==> config.mk <==
export PLATFORM = sky130hd
export DESIGN_NAME = core_control_top
export DESIGN_NICKNAME = d
export VERILOG_FILES = /design/src/rtl/core_pkg.sv /design/src/rtl/uart_rx.sv /design/src/rtl/uart_tx.sv /design/src/rtl/io_interlock_ctrl.sv /design/src/rtl/subcore_tracker.sv /design/src/rtl/core_control_top.sv
export VERILOG_INCLUDE_DIRS = /design/src /design/src/include
export SDC_FILE = /design/constraint.sdc
export NUM_CORES = 1
export LEC_CHECK = 0
export BUFFER_PORTS_ARGS = -buffer_cell sky130_fd_sc_hd__buf_2
export CELL_PAD_IN_SITES_DETAIL_PLACEMENT = 1
export CELL_PAD_IN_SITES_GLOBAL_PLACEMENT = 2
export CORE_ASPECT_RATIO = 0.5
export CORE_UTILIZATION = 35
export CTS_BUF_LIST = sky130_fd_sc_hd__clkbuf_2 sky130_fd_sc_hd__clkbuf_4 sky130_fd_sc_hd__clkbuf_8
export CTS_CLUSTER_DIAMETER = 80
export DETAILED_ROUTE_END_ITERATION = 12
export PLACE_DENSITY = 0.87
export RECOVER_POWER = 25
export SYNTH_ARGS = -nofsm -noshare
export SYNTH_HDL_FRONTEND = slang
export SYNTH_HIERARCHICAL = 1
export SYNTH_SLANG_ARGS = --single-unit
==> constraint.sdc <==
create_clock -name clk -period 3.1 [get_ports clk]
set_clock_uncertainty 0.05 [all_clocks]
set_input_delay 0.155 -clock clk [delete_from_list [all_inputs] [get_ports clk]]
set_output_delay 0.155 -clock clk [all_outputs]
set_load 0.005 [all_outputs]
==> src/include/core_macros.svh <==
`ifndef CORE_MACROS_SVH
`define CORE_MACROS_SVH

// ==============================
// subcore array
// ==============================
`define SUBCORE_NUM 8
`define SUB_ID_W 4

// ==============================
// instruction fields
// ==============================
`define PC_W 32
`define OP_W 6

// ==============================
// uart timing
// ==============================
// short bit period keeps simulation fast
`define CLKS_PER_BIT 8

`endif

==> src/rtl/core_pkg.sv <==
`include "core_macros.svh"

package core_pkg;

    // ==============================
    // vector types
    // ==============================
    typedef logic [`SUB_ID_W-1:0] sub_id_t;
    typedef logic [`PC_W-1:0]     pc_t;
    typedef logic [7:0]           uart_byte_t;
    // living count shares the index width
    typedef logic [`SUB_ID_W-1:0] sub_count_t;

    // ==============================
    // enums
    // ==============================
    // unlisted opcodes behave as nop
    typedef enum logic [`OP_W-1:0] {
        op_nop   = 6'h00,
        op_fork  = 6'h30,
        op_join  = 6'h31,
        op_inll  = 6'h32,
        op_inlh  = 6'h33,
        op_inul  = 6'h34,
        op_inuh  = 6'h35,
        op_outll = 6'h36
    } opcode_t;

    typedef enum logic [2:0] {
        st_run,
        st_joining,
        st_pre_read,
        st_read,
        st_pre_write,
        st_write
    } ctrl_state_t;

    // ==============================
    // stage requests
    // ==============================
    typedef struct packed {
        opcode_t    op;
        sub_id_t    sub_id;
        uart_byte_t out_byte;
    } decode_req_t;

    typedef struct packed {
        opcode_t op;
        sub_id_t sub_id;
        pc_t     pc;
    } exec_req_t;

endpackage

==> src/rtl/uart_rx.sv <==
`timescale 1ns/1ps
`include "core_macros.svh"

module uart_rx import core_pkg::*; (
    input  logic       clk,
    input  logic       rstn,
    input  logic       ren,
    input  logic       rx,
    output uart_byte_t rdata,
    output logic       rbusy,
    output logic       rdone
);

    localparam int CNT_W = $clog2(`CLKS_PER_BIT);
    localparam int HALF  = `CLKS_PER_BIT / 2;

    logic             rx_meta;
    logic             rx_sync;
    logic             hunting;
    logic [CNT_W-1:0] clk_cnt;
    logic [CNT_W-1:0] cnt_limit;
    logic [3:0]       bit_idx;
    logic             bit_tick;
    uart_byte_t       shreg;

    // two-flop synchronizer on an rx line that idles high
    always_ff @(posedge clk) begin
        if (!rstn) begin
            rx_meta <= 1'b1;
            rx_sync <= 1'b1;
        end else begin
            rx_meta <= rx;
            rx_sync <= rx_meta;
        end
    end

    // half period to mid start bit then a full period per bit
    assign cnt_limit = (bit_idx == 4'd0) ? CNT_W'(HALF - 1) : CNT_W'(`CLKS_PER_BIT - 1);
    assign bit_tick  = rbusy && !hunting && (clk_cnt == cnt_limit);

    always_ff @(posedge clk) begin
        if (!rstn) begin
            rbusy   <= 1'b0;
            hunting <= 1'b0;
            rdone   <= 1'b0;
            clk_cnt <= '0;
            bit_idx <= '0;
        end else begin
            rdone <= 1'b0;
            if (!rbusy) begin
                if (ren) begin
                    rbusy   <= 1'b1;
                    hunting <= 1'b1;
                end
            end else if (hunting) begin
                if (!rx_sync) begin
                    hunting <= 1'b0;
                    clk_cnt <= '0;
                    bit_idx <= '0;
                end
            end else if (!bit_tick) begin
                clk_cnt <= clk_cnt + CNT_W'(1);
            end else begin
                clk_cnt <= '0;
                if (bit_idx == 4'd0) begin
                    // start bit gone at mid-bit is a glitch
                    if (rx_sync) begin
                        hunting <= 1'b1;
                    end else begin
                        bit_idx <= 4'd1;
                    end
                end else if (bit_idx == 4'd9) begin
                    rbusy   <= 1'b0;
                    rdone   <= 1'b1;
                    bit_idx <= '0;
                end else begin
                    bit_idx <= bit_idx + 4'd1;
                end
            end
        end
    end

    // lsb first
    always_ff @(posedge clk) begin
        if (bit_tick && bit_idx >= 4'd1 && bit_idx <= 4'd8) begin
            shreg <= {rx_sync, shreg[7:1]};
        end
        if (bit_tick && bit_idx == 4'd9) begin
            rdata <= shreg;
        end
    end

endmodule

==> src/rtl/uart_tx.sv <==
`timescale 1ns/1ps
`include "core_macros.svh"

module uart_tx import core_pkg::*; (
    input  logic       clk,
    input  logic       rstn,
    input  logic       wen,
    input  uart_byte_t wdata,
    output logic       tx,
    output logic       wbusy,
    output logic       wdone
);

    localparam int CNT_W = $clog2(`CLKS_PER_BIT);

    logic [CNT_W-1:0] clk_cnt;
    logic [3:0]       bit_idx;
    logic             bit_end;
    // data bits then stop bit
    logic [8:0]       frame;

    assign bit_end = wbusy && (clk_cnt == CNT_W'(`CLKS_PER_BIT - 1));

    always_ff @(posedge clk) begin
        if (!rstn) begin
            tx      <= 1'b1;
            wbusy   <= 1'b0;
            wdone   <= 1'b0;
            clk_cnt <= '0;
            bit_idx <= '0;
        end else begin
            wdone <= 1'b0;
            if (!wbusy) begin
                if (wen) begin
                    wbusy   <= 1'b1;
                    tx      <= 1'b0;
                    clk_cnt <= '0;
                    bit_idx <= '0;
                end
            end else if (!bit_end) begin
                clk_cnt <= clk_cnt + CNT_W'(1);
            end else begin
                clk_cnt <= '0;
                if (bit_idx == 4'd9) begin
                    // stop bit finished
                    wbusy <= 1'b0;
                    wdone <= 1'b1;
                end else begin
                    tx      <= frame[0];
                    bit_idx <= bit_idx + 4'd1;
                end
            end
        end
    end

    always_ff @(posedge clk) begin
        if (!wbusy && wen) begin
            frame <= {1'b1, wdata};
        end else if (bit_end && bit_idx != 4'd9) begin
            frame <= {1'b1, frame[8:1]};
        end
    end

    a_tx_idle_high: assert property (@(posedge clk) disable iff (!rstn)
        !wbusy |-> tx);

endmodule

==> src/rtl/io_interlock_ctrl.sv <==
`timescale 1ns/1ps
`include "core_macros.svh"

module io_interlock_ctrl import core_pkg::*; (
    input  logic                    clk,
    input  logic                    rstn,
    input  decode_req_t             decode_req,
    input  logic                    branch_flag,
    input  logic [`SUBCORE_NUM-1:0] subcore_ended,
    input  uart_byte_t              rdata,
    input  logic                    rbusy,
    input  logic                    rdone,
    input  logic                    wbusy,
    input  logic                    wdone,
    output logic                    interlock,
    output logic                    issue,
    output logic                    join_done,
    output logic                    ren,
    output logic                    wen,
    output uart_byte_t              wdata,
    output uart_byte_t              uart_rdata
);

    localparam int SEL_W = $clog2(`SUBCORE_NUM);

    ctrl_state_t state;
    sub_id_t     join_target;
    logic        join_hit;

    // ops only take effect when not stalled and not squashed
    assign issue = !interlock && !branch_flag;

    // out of range target has nothing to wait for
    always_comb begin
        join_hit = 1'b1;
        if (join_target < sub_id_t'(`SUBCORE_NUM)) begin
            join_hit = subcore_ended[join_target[SEL_W-1:0]];
        end
    end

    assign join_done = (state == st_joining) && join_hit;

    // ==============================
    // sequencer
    // ==============================
    always_ff @(posedge clk) begin
        if (!rstn) begin
            state      <= st_run;
            interlock  <= 1'b0;
            ren        <= 1'b0;
            wen        <= 1'b0;
            uart_rdata <= '0;
        end else begin
            ren <= 1'b0;
            wen <= 1'b0;
            case (state)
                st_run: begin
                    if (issue) begin
                        case (decode_req.op)
                            op_inll, op_inlh, op_inul, op_inuh: begin
                                state     <= st_pre_read;
                                interlock <= 1'b1;
                            end
                            op_outll: begin
                                state     <= st_pre_write;
                                interlock <= 1'b1;
                            end
                            op_join: begin
                                state     <= st_joining;
                                interlock <= 1'b1;
                            end
                            default: ;
                        endcase
                    end
                end
                st_joining: begin
                    if (join_hit) begin
                        state     <= st_run;
                        interlock <= 1'b0;
                    end
                end
                st_pre_read: begin
                    if (!rbusy) begin
                        ren   <= 1'b1;
                        state <= st_read;
                    end
                end
                st_read: begin
                    if (rdone) begin
                        uart_rdata <= rdata;
                        state      <= st_run;
                        interlock  <= 1'b0;
                    end
                end
                st_pre_write: begin
                    if (!wbusy) begin
                        wen   <= 1'b1;
                        state <= st_write;
                    end
                end
                st_write: begin
                    if (wdone) begin
                        state     <= st_run;
                        interlock <= 1'b0;
                    end
                end
                default: begin
                    state     <= st_run;
                    interlock <= 1'b0;
                end
            endcase
        end
    end

    // operands captured at issue
    always_ff @(posedge clk) begin
        if (state == st_run && issue) begin
            if (decode_req.op == op_outll) begin
                wdata <= decode_req.out_byte;
            end
            if (decode_req.op == op_join) begin
                join_target <= decode_req.sub_id;
            end
        end
    end

    a_ren_not_busy: assert property (@(posedge clk) disable iff (!rstn)
        $rose(ren) |-> !rbusy);

    a_wen_not_busy: assert property (@(posedge clk) disable iff (!rstn)
        $rose(wen) |-> !wbusy);

    a_interlock_state: assert property (@(posedge clk) disable iff (!rstn)
        interlock == (state != st_run));

endmodule

==> src/rtl/subcore_tracker.sv <==
`timescale 1ns/1ps
`include "core_macros.svh"

module subcore_tracker import core_pkg::*; (
    input  logic                    clk,
    input  logic                    rstn,
    input  exec_req_t               exec_req,
    input  logic                    issue,
    input  logic                    join_done,
    output logic [`SUBCORE_NUM-1:0] exec_requested,
    output pc_t                     requested_pc,
    output sub_count_t              living_sub_count
);

    localparam int N = `SUBCORE_NUM;

    logic         fork_go;
    logic [N-1:0] fork_sel;

    assign fork_go = issue && (exec_req.op == op_fork);
    // shift past the top bit leaves no request
    assign fork_sel = {{(N - 1){1'b0}}, 1'b1} << exec_req.sub_id;

    always_ff @(posedge clk) begin
        if (!rstn) begin
            exec_requested   <= '0;
            living_sub_count <= '0;
        end else begin
            exec_requested <= fork_go ? fork_sel : '0;
            // fork and join in one cycle cancel out
            case ({fork_go, join_done})
                2'b10:   living_sub_count <= living_sub_count + sub_count_t'(1);
                2'b01:   living_sub_count <= living_sub_count - sub_count_t'(1);
                default: ;
            endcase
        end
    end

    always_ff @(posedge clk) begin
        if (fork_go) begin
            requested_pc <= exec_req.pc;
        end
    end

    a_req_onehot: assert property (@(posedge clk) disable iff (!rstn)
        $onehot0(exec_requested));

    a_no_underflow: assert property (@(posedge clk) disable iff (!rstn)
        (join_done && !fork_go) |-> (living_sub_count != '0));

endmodule

==> src/rtl/core_control_top.sv <==
`timescale 1ns/1ps
`include "core_macros.svh"

module core_control_top import core_pkg::*; (
    input  logic                    clk,
    input  logic                    rstn,
    input  decode_req_t             decode_req,
    input  exec_req_t               exec_req,
    input  logic                    branch_flag,
    input  logic [`SUBCORE_NUM-1:0] subcore_ended,
    input  logic                    rx,
    output logic                    interlock,
    output logic [`SUBCORE_NUM-1:0] exec_requested,
    output pc_t                     requested_pc,
    output sub_count_t              living_sub_count,
    output uart_byte_t              uart_rdata,
    output logic                    tx
);

    logic       issue;
    logic       join_done;

    // uart links
    logic       ren;
    uart_byte_t rdata;
    logic       rbusy;
    logic       rdone;
    logic       wen;
    uart_byte_t wdata;
    logic       wbusy;
    logic       wdone;

    io_interlock_ctrl u_ctrl (
        .clk           (clk),
        .rstn          (rstn),
        .decode_req    (decode_req),
        .branch_flag   (branch_flag),
        .subcore_ended (subcore_ended),
        .rdata         (rdata),
        .rbusy         (rbusy),
        .rdone         (rdone),
        .wbusy         (wbusy),
        .wdone         (wdone),
        .interlock     (interlock),
        .issue         (issue),
        .join_done     (join_done),
        .ren           (ren),
        .wen           (wen),
        .wdata         (wdata),
        .uart_rdata    (uart_rdata)
    );

    subcore_tracker u_tracker (
        .clk              (clk),
        .rstn             (rstn),
        .exec_req         (exec_req),
        .issue            (issue),
        .join_done        (join_done),
        .exec_requested   (exec_requested),
        .requested_pc     (requested_pc),
        .living_sub_count (living_sub_count)
    );

    uart_rx u_rx (
        .clk   (clk),
        .rstn  (rstn),
        .ren   (ren),
        .rx    (rx),
        .rdata (rdata),
        .rbusy (rbusy),
        .rdone (rdone)
    );

    uart_tx u_tx (
        .clk   (clk),
        .rstn  (rstn),
        .wen   (wen),
        .wdata (wdata),
        .tx    (tx),
        .wbusy (wbusy),
        .wdone (wdone)
    );

endmodule

==> results of run 1 <==
-- state kept, by name, summed over array words and instances (netlist names), 3 cells and up --
register,count
u_ctrl/state,3
u_rx/shreg,8
u_rx/clk_cnt,3
u_rx/bit_idx,4
u_ctrl/wdata,8
u_ctrl/uart_rdata,8
u_tx/frame,8
u_tracker/requested_pc,32
u_rx/rdata,8
u_tx/clk_cnt,3
u_ctrl/join_target,4
u_tracker/exec_requested,8
u_tracker/living_sub_count,4
u_tx/bit_idx,4
-- cell type report --
| class | count | area (um2) | area share |
|---|---|---|---|
| Sequential cell | 116 | 3000 | 0.476 |
| Multi-Input combinational cell | 234 | 1540 | 0.244 |
| Timing Repair Buffer | 179 | 1150 | 0.183 |
| Clock buffer | 19 | 249 | 0.0395 |
| Tap cell | 170 | 213 | 0.0338 |
| Clock inverter | 13 | 92.6 | 0.0147 |
| Inverter | 15 | 56.3 | 0.00893 |
-- metal layers --
layer	GRT usage	up-vias	share of wire	wire, um
met5	0	-	0	0
met4	0.0530	0	0.0063	73
met3	0.0495	8	0.050	572
met2	0.295	85	0.48	5560
met1	0.217	1706	0.46	5330
li1	-	1764	-	-
-- cells by family after synthesis --
| kind of cell | Yosys count |
|---|---|
| adder cells (fa/ha/maj) | 9 |
| AND/OR/NAND/NOR | 159 |
| XOR/XNOR | 4 |
| buffers and inverters | 30 |
| AO/OA/AOI/OAI | 53 |
| multiplexers | 9 |
| flip-flops | 116 |
-- power by group through the flow --
| stage | combinational (uW) | sequential [uW] | clock, uW |
|---|---|---|---|
| 6_report | 333 | 1720 | 1210 |
| 5_1_grt | 367 | 1730 | 1340 |
| 4_1_cts | 336 | 1720 | 1260 |
| 3_5_place_dp | 282 | 1760 | 0 |
| 3_3_place_gp | 275 | 1750 | 0 |
| 2_1_floorplan | 243 | 1710 | 0 |
-- critical path: cells and delay by family, from the launching register on --
kind | cells | cell delay (ps)
AND/OR/NAND/NOR | 2 | 360
flip-flops | 1 | 480
AO/OA/AOI/OAI | 2 | 340
multiplexers | 4 | 1050
adder cells (fa/ha/maj) | 2 | 470
-- cell usage in the layout, fill, tap and decap left out, drive strengths merged, types with 3 or more instances in the layout --
| cell type | netlist | layout |
|---|---|---|
| a31oi | 3 | 3 |
| and3b | 4 | 4 |
| inv | 14 | 14 |
| nor2 | 22 | 22 |
| nor3b | 6 | 6 |
| a211oi | 4 | 4 |
| dlygate4sd3 | 0 | 50 |
| and3 | 6 | 6 |
| o31ai | 3 | 3 |
| ha | 8 | 8 |
| nor2b | 5 | 5 |
| edfxtp | 68 | 68 |
| clkbuf | 8 | 22 |
| nand3b | 3 | 3 |
| o21ai | 4 | 4 |
| and2 | 3 | 3 |
| nand4 | 6 | 6 |
| nor4bb | 3 | 3 |
| a21boi | 10 | 10 |
| clkinv | 1 | 12 |
| nor3 | 8 | 8 |
| dfxtp | 48 | 48 |
| nand2 | 59 | 59 |
| mux2i | 8 | 8 |
| nand2b | 9 | 9 |
| xnor2 | 3 | 3 |
| a21oi | 8 | 8 |
| or3 | 4 | 4 |
| buf | 6 | 126 |
| nand3 | 10 | 10 |
-- stage by stage --
step / hold slack [ps] / setup slack [ps] / utilization
after floorplan: 174 / 449 / -
after global placement: 281 / 321 / 0.423
after detailed placement: 284 / 269 / 0.423
after CTS: 51.4 / 253 / 0.488
after global routing: 52.5 / 121 / 0.488
final: 74.2 / 284 / 0.488
-- path summary, 6_finish.rpt --
| check | start | slack [ps] | endpoint |
|---|---|---|---|
| max | u_ctrl/join_target[0]$_DFFE_PP_ | 280 | u_tracker/living_sub_count[3]$_SDFFE_PN0P_ |
| min | exec_req[34] | 70 | u_tracker/exec_requested[4]$_SDFF_PP0_ |
| max reg2reg | u_ctrl/join_target[0]$_DFFE_PP_ | 280 | u_tracker/living_sub_count[3]$_SDFFE_PN0P_ |
| min reg2reg | u_rx/rx_meta$_SDFF_PN1_ | 370 | u_rx/rx_sync$_SDFF_PN1_ |
-- what timing repair did --
| item | in CTS | in global routing |
|---|---|---|
| setup buffers | 0 | 0 |
| hold buffers | 50 | 0 |
| setup endpoints to repair | 0 | 0 |
| hold endpoints to repair | 53 | 0 |
==> Implementation_results.wiki, run 1 <==
{| class="wikitable"
! Metric !! Value
|-
| Outcome || complete, but fails checks
|-
| Number of inserted filler cells in the final layout || 1422
|-
| Final clock period utilization by the worst path || 0.909
|-
| Count of flip-flops with a built-in enable after synthesis || 68
|-
| GR Util All Layers || 0.174
|-
| Width of the die || 166 um
|-
| Reported net switching power || 799 uW
|-
| Count of port buffers added during placement || 125
|-
| Overflow after GRT || 0
|-
| Area share of xor/xnor cells in the synthesized design || 0.00740
|-
| P per Cell Area || 519 mW/mm2
|-
| Library cell occupying the most area in the post-synthesis netlist || edfxtp_1
|-
| Resized cells post-CTS || 0
|-
| Dominant combinational cell family by area after synthesis || simple AND/OR/NAND/NOR gates
|-
| Prevailing post-synth register cell || edfxtp_1
|-
| Maximum root-to-sink buffer count || 2
|-
| Number of cells after detailed placement || 664
|-
| CTS Sinks || 116
|-
| Most used standard cell by instance count after synthesis || edfxtp_1
|-
| Syn Area/Cell || 12.5 um2
|-
| Post-synth net total || 461
|-
| Critical path start-end classification || flop to flop
|-
| Final hold violations || 0
|-
| Arrival time reported for the critical path endpoint || 3110 ps
|-
| Area of all placed cells without fillers || 0.00630 mm2
|-
| Static leakage || 0.00254 uW
|-
| HP Class || input pin to flop
|-
| Yosys warnings || 6
|-
| Post-layout total power || 3270 uW
|-
| Period minus WS final || 2820 ps
|-
| Internal Pwr Total || 2470 uW
|-
| Combinational group share of total power || 0.102
|-
| Cell at the root of the clock tree || clkbuf_8
|-
| Number of placed I/O pins || 126
|-
| Crit path top cell by count || mux2i_1
|-
| Post-synthesis simple-gate area fraction || 0.184
|-
| Synth area leaders || edfxtp_1 (43%), dfxtp_1 (20%), nand2_1 (4.7%), ha_1 (2.1%), nor2_1 (1.7%)
|-
| Initial antenna violation count || 0
|-
| Mux contribution to synthesized area || 0.0217
|-
| Net switching share of the total power || 0.244
|-
| Number of distinct standard cells referenced by the synthesized netlist || 71
|-
| TritonCTS clock tree || built
|-
| Number of standard-cell rows in the floorplan || 29
|-
| Final ANT Viol Nets || 0
|-
| Cell with the biggest individual delay on the critical path || edfxtp_1
|-
| Sequential fraction of design power || 0.527
|-
| Highest fanout seen on the critical path || 4
|-
| Wire length of the first global-routing pass || 19000 um
|-
| Delay of the slowest cell on the worst path || 480 ps
|-
| Flops & latches, synth || 116
|-
| Post-DR vias/cell || 4.78
|-
| Setup crit start kind || flop
|-
| Maximum ir drop on the vdd rail || 0.231 mV
|-
| Layout net count || 644
|-
| Relative area change from synthesis to final layout || 33.1%
|-
| Total wire length after detailed routing || 11500 um
|-
| H-tree depth reported by CTS || 4
|-
| Layout cell share with drive strength beyond 1 || 0.293
|-
| Unrepaired setup endpoints after global routing || no
|-
| Placer's final routability congestion estimate || 0.779
|-
| Type of destination of the critical path || flop
|-
| Failing checks || design-rule violations
|-
| Setup Total Neg Slack || 0 ps
|-
| Clock latency of the later-clocked register in the worst-skew pair || 420 ps
|-
| Worst relative slew slack || 0.405
|-
| Synthesized area || 0.00473 mm2
|-
| Worst EP required || 3400 ps
|-
| Die Y-Extent || 84.2 um
|-
| Clock network power share || 0.371
|-
| Starting utilization of the core area || 0.367
|-
| Pin count of the biggest net entering global routing || 28
|-
| Cell area after placement || 0.00546 mm2
|-
| Depth of the worst hold-timing path || 3
|-
| Die outline area || 0.0140 mm2
|-
| Actual transition at the worst max-transition pin || 890 ps
|-
| Clock-pin slew on the worst setup and hold paths || 70 ps
|-
| Fmax || 355 MHz
|-
| Maxcap violations || 0
|-
| Via total after detailed routing || 3563
|-
| Final-report setup violation count || 0
|-
| Share of flip-flops with an asynchronous set or reset after synthesis || 0
|-
| Cells traversed along the worst timing path || mux2i_1 > mux4_2 > nor2b_4 > and2b_2 > ha_1 > ha_1 > a21o_1 > a21oi_1 > mux2i_1 > mux2i_1
|-
| Post-synthesis instance total || 380
|-
| Final routed wire length divided by cell count || 15.5 um
|-
| Core area || 0.0129 mm2
|-
| Initial DRC Count || 219
|-
| Path depth of the worst reg2reg path || 10
|-
| Number of antenna repair diodes || 0
|-
| Fin cells || 746
|-
| Total clock buffers created by CTS || 17
|-
| Share of synthesized area occupied by flip-flops and latches || 0.634
|-
| Initial DRT Pass Iterations || 9
|-
| Final Slew Violations || 0
|-
| Via count of the first global-routing pass || 3674
|-
| Number of DRC violations after detailed routing || 14
|-
| Commonest cells in the synthesized netlist || edfxtp_1 (68), nand2_1 (59), dfxtp_1 (48), nor2_1 (22), inv_1 (14)
|-
| Area fraction of the dominant cell type after synthesis || 0.431
|-
| HPWL after DPL || 8100 um
|-
| Adder-Cell Fraction of Synth Area || 0.0254
|-
| Fraction of the mapped netlist area in compound gates || 0.0859
|}
Power figures use the tool's default switching activity.
==> run 2, diff against run 1 <==
--- a/config.mk
+++ b/config.mk
@@ -6,16 +6,19 @@
 export SDC_FILE = /design/constraint.sdc
 export NUM_CORES = 1
 export LEC_CHECK = 0
+export ABC_AREA = 1
 export BUFFER_PORTS_ARGS = -buffer_cell sky130_fd_sc_hd__buf_2
 export CELL_PAD_IN_SITES_DETAIL_PLACEMENT = 1
 export CELL_PAD_IN_SITES_GLOBAL_PLACEMENT = 2
 export CORE_ASPECT_RATIO = 0.5
-export CORE_UTILIZATION = 35
+export CORE_MARGIN = 4
+export CORE_UTILIZATION = 33
 export CTS_BUF_LIST = sky130_fd_sc_hd__clkbuf_2 sky130_fd_sc_hd__clkbuf_4 sky130_fd_sc_hd__clkbuf_8
 export CTS_CLUSTER_DIAMETER = 80
 export DETAILED_ROUTE_END_ITERATION = 12
 export PLACE_DENSITY = 0.87
 export RECOVER_POWER = 25
+export SLEW_MARGIN = 20
 export SYNTH_ARGS = -nofsm -noshare
 export SYNTH_HDL_FRONTEND = slang
 export SYNTH_HIERARCHICAL = 1
==> Implementation_results.wiki, run 2 <==
{| class="wikitable"
! Metric !! Value
|-
| Max reg flops || 32 (unchanged)
|-
| Final clock period utilization by the worst path || 0.722 (-0.187)
|-
| Final ANT Viol Nets || 0 (unchanged)
|-
| Type of destination of the critical path || flop
|-
| Post-synth net total || 516 (+12%)
|-
| TritonCTS clock tree || built
|-
| Final hold violations || 0 (unchanged)
|-
| Total clock buffers created by CTS || 17 (unchanged)
|-
| Worst relative slew slack || 0.493 (+0.0875)
|-
| Initial DRC Count || 151 (-31%)
|-
| Setup Total Neg Slack || 0 ps (unchanged)
|-
| Static leakage || 0.00270 uW (+6.0%)
|-
| Area fraction of the dominant cell type after synthesis || 0.443 (+0.0118)
|-
| Width of the die || 175 um (+5.2%)
|-
| Critical path start-end classification || flop to flop
|-
| Period minus WS final || 2240 ps (-579 ps)
|-
| Maximum ir drop on the vdd rail || 0.235 mV (+1.7%)
|-
| Share of flip-flops with an asynchronous set or reset after synthesis || 0 (unchanged)
|-
| Number of DRC violations after detailed routing || 0 (-14)
|-
| Number of distinct standard cells referenced by the synthesized netlist || 38 (-46%)
|-
| Clock-pin slew on the worst setup and hold paths || 80 ps (about the same)
|-
| Arrival time reported for the critical path endpoint || 2500 ps (-610 ps)
|-
| Number of placed I/O pins || 126 (unchanged)
|-
| HPWL after DPL || 7930 um (-2.1%)
|-
| Syn Area/Cell || 10.6 um2 (-15%)
|-
| Layout cell share with drive strength beyond 1 || 0.302 (+0.00863)
|-
| Number of standard-cell rows in the floorplan || 30 (+3.4%)
|-
| Area of all placed cells without fillers || 0.00637 mm2 (+1.0%)
|-
| Maxcap violations || 0 (unchanged)
|-
| Commonest non-fill, non-tap cell in the layout || buf_2
|-
| Pin count of the biggest net entering global routing || 35 (+25%)
|-
| P per Cell Area || 578 mW/mm2 (+11%)
|-
| Most used standard cell by instance count after synthesis || nand2_1
|-
| Synthesized area || 0.00461 mm2 (-2.7%)
|-
| Cell at the root of the clock tree || clkbuf_8
|-
| Count of port buffers added during placement || 125 (unchanged)
|-
| Wire length of the first global-routing pass || 19500 um (+2.4%)
|-
| Number of buffers added for setup after CTS || 0 (unchanged)
|-
| Initial DRT Pass Iterations || 4 (-5)
|-
| Core area || 0.0136 mm2 (+5.2%)
|-
| Clock latency of the later-clocked register in the worst-skew pair || 430 ps (about the same)
|-
| Highest fanout seen on the critical path || 5 (+1)
|-
| Yosys warnings || 6 (unchanged)
|-
| Number of antenna repair diodes || 0 (unchanged)
|-
| Relative area change from synthesis to final layout || 38.1%
|-
| Flops & latches, synth || 116 (unchanged)
|-
| GR Util All Layers || 0.154 (-0.0196)
|-
| Setup crit start kind || flop
|-
| Top reg by flops || u_tracker/requested_pc
|-
| Synth area leaders || edfxtp_1 (44%), dfxtp_1 (21%), nand2_1 (7.7%), nand3_1 (3.8%), inv_1 (3.6%)
|-
| HP Class || input pin to flop
|-
| Placer's final routability congestion estimate || 0.772 (-0.86%)
|-
| Prevailing post-synth register cell || edfxtp_1
|-
| Final-report setup violation count || 0 (unchanged)
|-
| Commonest non-fill, non-tap cells in the layout || buf_2 (122), nand2_1 (94), edfxtp_1 (68), dlygate4sd3_1 (48), dfxtp_1 (48)
|-
| CTS Sinks || 116 (unchanged)
|-
| Maximum root-to-sink buffer count || 2 (unchanged)
|-
| Worst EP required || 3370 ps (-30 ps)
|-
| Post-synthesis instance total || 435 (+14%)
|-
| Library cell occupying the most area in the post-synthesis netlist || edfxtp_1
|-
| Resized cells post-CTS || 0 (unchanged)
|-
| Actual transition at the worst max-transition pin || 758 ps (-132 ps)
|-
| Initial antenna violation count || 0 (unchanged)
|-
| # hold bufs at CTS || 48 (-4.0%)
|-
| Starting utilization of the core area || 0.339 (-0.0274)
|-
| Fmax || 447 MHz (+26%)
|-
| Layout net count || 707 (+9.8%)
|-
| Outcome || completed
|-
| H-tree depth reported by CTS || 4 (unchanged)
|-
| Commonest cells in the synthesized netlist || nand2_1 (94), edfxtp_1 (68), dfxtp_1 (48), inv_1 (44), nor2_1 (37)
|-
| Overflow after GRT || 0 (unchanged)
|-
| Via count of the first global-routing pass || 3996 (+8.8%)
|-
| Unrepaired setup endpoints after global routing || no
|-
| Final Slew Violations || 0 (unchanged)
|-
| Post-DR vias/cell || 4.46 (-6.6%)
|-
| Share of synthesized area occupied by flip-flops and latches || 0.652 (+0.0174)
|-
| Die Y-Extent || 91.6 um (+8.7%)
|-
| Final routed wire length divided by cell count || 14.4 um (-7.2%)
|-
| Die outline area || 0.0160 mm2 (+14%)
|-
| Cell area after placement || 0.00548 mm2 (+0.21%)
|-
| Total wire length after detailed routing || 11900 um (+3.4%)
|-
| Count of flip-flops with a built-in enable after synthesis || 68 (unchanged)
|-
| Via total after detailed routing || 3708 (+4.1%)
|}
-- run 2: cell families after synthesis --
| family | after synthesis | share of synthesized area |
|---|---|---|
| simple gates | 215 | 0.225 |
| flops | 116 | 0.652 |
| buf+inv | 55 | 0.0453 |
| compound gates | 38 | 0.0478 |
| fa+ha+maj | 9 | 0.0261 |
| xor+xnor | 2 | 0.00380 |
-- run 2: worst paths after layout --
path,cells after the start,startpoint,end,slack (ps)
setup / recovery,13,u_ctrl/join_target[0]$_DFFE_PP_,u_tracker/living_sub_count[2]$_SDFFE_PN0P_,860
hold / removal,3,exec_req[34],u_tracker/exec_requested[5]$_SDFF_PP0_,30
setup reg to reg,13,u_ctrl/join_target[0]$_DFFE_PP_,u_tracker/living_sub_count[2]$_SDFFE_PN0P_,860
hold reg to reg,1,u_rx/rx_meta$_SDFF_PN1_,u_rx/rx_sync$_SDFF_PN1_,370
-- run 2: area by class of cell --
class,instances,area [um2]
repair buffers,175,1120
fillers,1558,7220
clock buffers,18,241
well taps,192,240
clock inverters,14,173
multi-input cells,264,1400
flip-flops and latches,116,3000
inverters,52,195
-- run 2: through the flow --
stage / instances / setup WS (ps) / hold slack, ps / total power [uW] / utilization
finish: 831 / 863 / 31.3 / 3680 / 0.469
global placement: 751 / 951 / 281 / 2180 / 0.403
CTS: 831 / 839 / 7.42 / 3720 / 0.469
global route: 831 / 670 / 29.6 / 3880 / 0.469
detailed placement: 751 / 850 / 283 / 2190 / 0.403
floorplan: 435 / 315 / 189 / 2050 / -
-- run 2: layer usage --
| layer | track usage | routed length, um |
|---|---|---|
| met1 | 0.173 | 5130 |
| met4 | 0.0660 | 163 |
| met2 | 0.279 | 6170 |
| met5 | 0 | 0 |
| met3 | 0.0403 | 467 |
-- run 2: critical path: stages, from the launching register on --
cell and delay [ps]:
edfxtp_1 460, inv_2 120, nand2_1 60, nand3_1 70, nand3_1 110, nand3_1 100
nand2_1 50, inv_1 70, ha_1 220, inv_1 100, fa_1 380, xnor2_1 130
o21ai_0 150, inv_1 50
-- run 2: power breakdown --
group	internal, uW	switching [uW]	total [uW]
Combinational	215	290	505
Clock	811	662	1470
Sequential	1670	37.3	1700
==> run 3, diff against run 2 <==
--- a/config.mk
+++ b/config.mk
@@ -6,17 +6,17 @@
 export SDC_FILE = /design/constraint.sdc
 export NUM_CORES = 1
 export LEC_CHECK = 0
-export ABC_AREA = 1
+export ABC_AREA = 0
 export BUFFER_PORTS_ARGS = -buffer_cell sky130_fd_sc_hd__buf_2
 export CELL_PAD_IN_SITES_DETAIL_PLACEMENT = 1
 export CELL_PAD_IN_SITES_GLOBAL_PLACEMENT = 2
 export CORE_ASPECT_RATIO = 0.5
 export CORE_MARGIN = 4
-export CORE_UTILIZATION = 33
+export CORE_UTILIZATION = 32
 export CTS_BUF_LIST = sky130_fd_sc_hd__clkbuf_2 sky130_fd_sc_hd__clkbuf_4 sky130_fd_sc_hd__clkbuf_8
 export CTS_CLUSTER_DIAMETER = 80
 export DETAILED_ROUTE_END_ITERATION = 12
-export PLACE_DENSITY = 0.87
+export PLACE_DENSITY = 0.84
 export RECOVER_POWER = 25
 export SLEW_MARGIN = 20
 export SYNTH_ARGS = -nofsm -noshare
==> constraint.sdc (replaced) <==
create_clock -name clk -period 1.9 [get_ports clk]
set_clock_uncertainty 0.05 [all_clocks]
set_input_delay 0.095 -clock clk [delete_from_list [all_inputs] [get_ports clk]]
set_output_delay 0.095 -clock clk [all_outputs]
set_load 0.005 [all_outputs]
==> Implementation_results.wiki, run 3 (synthesis results as in run 1) <==
{| class="wikitable"
! Metric !! Value
|-
| Arrival time reported for the critical path endpoint || 2970 ps (+470 ps)
|-
| Number of inserted filler cells in the final layout || 1548 (-0.64%)
|-
| GR Util All Layers || 0.156 (+0.00161)
|-
| Crit path top cell by count || mux2i_1
|-
| Fin cells || 807 (-2.9%)
|-
| Post-DR vias/cell || 4.60 (+3.1%)
|-
| Overflow after GRT || 0 (unchanged)
|-
| Initial antenna violation count || 0 (unchanged)
|-
| Placer's final routability congestion estimate || 0.758 (-1.9%)
|-
| Total wire length after detailed routing || 12900 um (+8.4%)
|-
| Unrepaired setup endpoints after global routing || yes
|-
| Path depth of the worst reg2reg path || 10 (-3)
|-
| Setup Total Neg Slack || -3000 ps (-3000 ps)
|-
| Failing checks || negative setup slack
|-
| Layout net count || 676 (-4.4%)
|-
| Worst setup endpoint || u_tracker/living_sub_count[3]$_SDFFE_PN0P_
|-
| Initial DRC Count || 211 (+40%)
|-
| Core area || 0.0145 mm2 (+6.5%)
|-
| Internal Pwr Total || 4700 uW (+75%)
|-
| Final clock period utilization by the worst path || 1.40 (+0.680)
|-
| Maximum root-to-sink buffer count || 2 (unchanged)
|-
| Highest fanout seen on the critical path || 4 (-1)
|-
| P per Cell Area || 902 mW/mm2 (+56%)
|-
| TritonCTS clock tree || built
|-
| Worst relative slew slack || 0.756 (+0.263)
|-
| Launch point of the worst path || u_ctrl/join_target[0]$_DFFE_PP_
|-
| Delay of the slowest cell on the worst path || 480 ps (+20 ps)
|-
| Width of the die || 180 um (+2.8%)
|-
| Sequential fraction of design power || 0.449 (-0.014)
|-
| Detailed-routed wire length on met2 || 6350 um (+3.0%)
|-
| Count of port buffers added during placement || 125 (unchanged)
|-
| Reg-to-reg critical path startpoint || u_ctrl/join_target[0]$_DFFE_PP_
|-
| Multi-input gate area || 0.00161 mm2 (+15%)
|-
| Die outline area || 0.0169 mm2 (+5.6%)
|-
| Fmax || 375 MHz (-16%)
|-
| Combinational group share of total power || 0.129 (-0.008)
|-
| Area of all placed cells without fillers || 0.00679 mm2 (+6.7%)
|-
| Maximum ir drop on the vdd rail || 0.490 mV (+110%)
|-
| Worst R2R Setup Slack || -760 ps (-1630 ps)
|-
| Detailed-routed wire length on met3 || 644 um (+38%)
|-
| CTS Sinks || 116 (unchanged)
|-
| Final Slew Violations || 0 (unchanged)
|-
| Post-route worst setup slack || -764 ps (-1630 ps)
|-
| Pin count of the biggest net entering global routing || 33 (-5.7%)
|-
| Final routed wire length divided by cell count || 16.0 um (+12%)
|-
| Critical path start-end classification || flop to flop
|-
| Reported net switching power || 1420 uW (+44%)
|-
| Final hold violations || 0 (unchanged)
|-
| H-tree depth reported by CTS || 4 (unchanged)
|-
| Uppermost metal layer occupied by signal nets || met4
|-
| Outcome || complete, but fails checks
|-
| Reg-to-reg endpoint || u_tracker/living_sub_count[3]$_SDFFE_PN0P_
|-
| Initial DRT Pass Iterations || 4 (unchanged)
|-
| Top reg by flops || u_tracker/requested_pc
|-
| Starting utilization of the core area || 0.327 (-0.0119)
|-
| Commonest non-fill, non-tap cells in the layout || buf_2 (117), edfxtp_1 (68), nand2_1 (59), dlygate4sd3_1 (50), dfxtp_1 (48)
|-
| Register cell area after layout || 0.00300 mm2 (unchanged)
|-
| Number of cells after detailed placement || 719 (-4.3%)
|-
| Actual transition at the worst max-transition pin || 364 ps (-394 ps)
|-
| Period minus WS final || 2660 ps (+427 ps)
|-
| Clock-pin slew on the worst setup and hold paths || 70 ps (about the same)
|-
| Type of destination of the critical path || flop
|-
| Cells traversed along the worst timing path || mux2i_1 > mux4_2 > nor2b_4 > and2b_2 > ha_4 > ha_4 > a21o_1 > a21oi_2 > mux2i_1 > mux2i_1
|-
| Number of placed I/O pins || 126 (unchanged)
|-
| Clock network power share || 0.421 (+0.021)
|-
| Post-Route M1 WL || 5840 um (+14%)
|-
| Via count of the first global-routing pass || 3990 (-0.15%)
|-
| Die Y-Extent || 94.0 um (+2.7%)
|-
| Relative area change from synthesis to final layout || 43.4%
|-
| HPWL after DPL || 8520 um (+7.4%)
|-
| Final Hold Slack || 109 ps (+77.4 ps)
|-
| Final ANT Viol Nets || 0 (unchanged)
|-
| Via total after detailed routing || 3711 (+0.081%)
|-
| Worst EP required || 2210 ps (-1160 ps)
|-
| Cell at the root of the clock tree || clkbuf_8
|-
| Static leakage || 0.00275 uW (+1.8%)
|-
| Number of standard-cell rows in the floorplan || 31 (+3.3%)
|-
| Final-report setup violation count || 7 (+7)
|-
| Post-Place Setup Slack || -773 ps (-1620 ps)
|-
| Net switching share of the total power || 0.232 (-0.0366)
|-
| Number of DRC violations after detailed routing || 0 (unchanged)
|-
| Commonest non-fill, non-tap cell in the layout || buf_2
|-
| Total clock buffers created by CTS || 17 (unchanged)
|-
| Layout cell share with drive strength beyond 1 || 0.344 (+0.0417)
|-
| Cell with the biggest individual delay on the critical path || edfxtp_1
|-
| Wire length of the first global-routing pass || 20900 um (+7.4%)
|-
| HP Class || input pin to flop
|-
| Cell area after placement || 0.00577 mm2 (+5.5%)
|-
| Max reg flops || 32 (unchanged)
|-
| Setup crit start kind || flop
|-
| Maxcap violations || 0 (unchanged)
|-
| Clock latency of the later-clocked register in the worst-skew pair || 430 ps (about the same)
|}
run 3: how the worst min path moves through the flow:
stage	from	endpoint	slack, ps	depth (start not counted)
finish	exec_req[40]	u_tracker/exec_requested[0]$_SDFF_PP0_	110	4
global route	exec_req[40]	u_tracker/exec_requested[0]$_SDFF_PP0_	90	4
CTS	exec_req[40]	u_tracker/exec_requested[0]$_SDFF_PP0_	70	4
detailed placement	exec_req[15]	u_tracker/requested_pc[15]$_DFFE_PP_	220	1
global placement	exec_req[2]	u_tracker/requested_pc[2]$_DFFE_PP_	220	1
floorplan	exec_req[33]	u_tracker/exec_requested[0]$_SDFF_PP0_	110	1
run 3: area by class of cell:
| class | instances | area share |
|---|---|---|
| sequential | 116 | 0.442 |
| multi-input combinational | 234 | 0.237 |
| inverter | 15 | 0.00829 |
| tap | 198 | 0.0365 |
| clock buffer | 18 | 0.0356 |
| timing repair buffer | 211 | 0.209 |
| clock inverter | 14 | 0.0310 |
| antenna | 1 | 0.000369 |
run 3: worst max-delay path, delay by kind of cell (launching register included):
kind,cells,cell delay (ps)
mux,4,1040
simple gates,2,360
flops,1,480
fa+ha+maj,2,340
compound gates,2,330
run 3: what timing repair did:
| action | 4_1_cts | 5_1_grt |
|---|---|---|
| pin swaps | 3 | 4 |
| buffers inserted | 3 | 3 |
| hold buffers | 50 | 0 |
| endpoints found under the setup margin | 9 | 25 |
| resized for setup | 0 | 9 |
| hold endpoints to repair | 56 | 0 |
run 3: power by group through the flow:
stage          clock network (uW)  logic [uW]  registers, uW
5_1_grt                      2780         883           2760
6_report                     2580         792           2750
3_3_place_gp                    0         622           2800
3_5_place_dp                    0         641           2800
4_1_cts                      2680         751           2750
2_1_floorplan                   0         411           2800
run 3: per-stage QoR:
step | power (uW) | utilization
6_report | 6120 | 0.469
5_1_grt | 6420 | 0.469
4_1_cts | 6180 | 0.466
3_5_place_dp | 3450 | 0.399
3_3_place_gp | 3420 | 0.399
2_1_floorplan | 3210 | -
run 3: metal layers:
layer / global-route usage / up-vias
met5: 0 / -
met4: 0.0509 / 0
met3: 0.0406 / 9
met2: 0.269 / 100
met1: 0.194 / 1781
li1: - / 1821
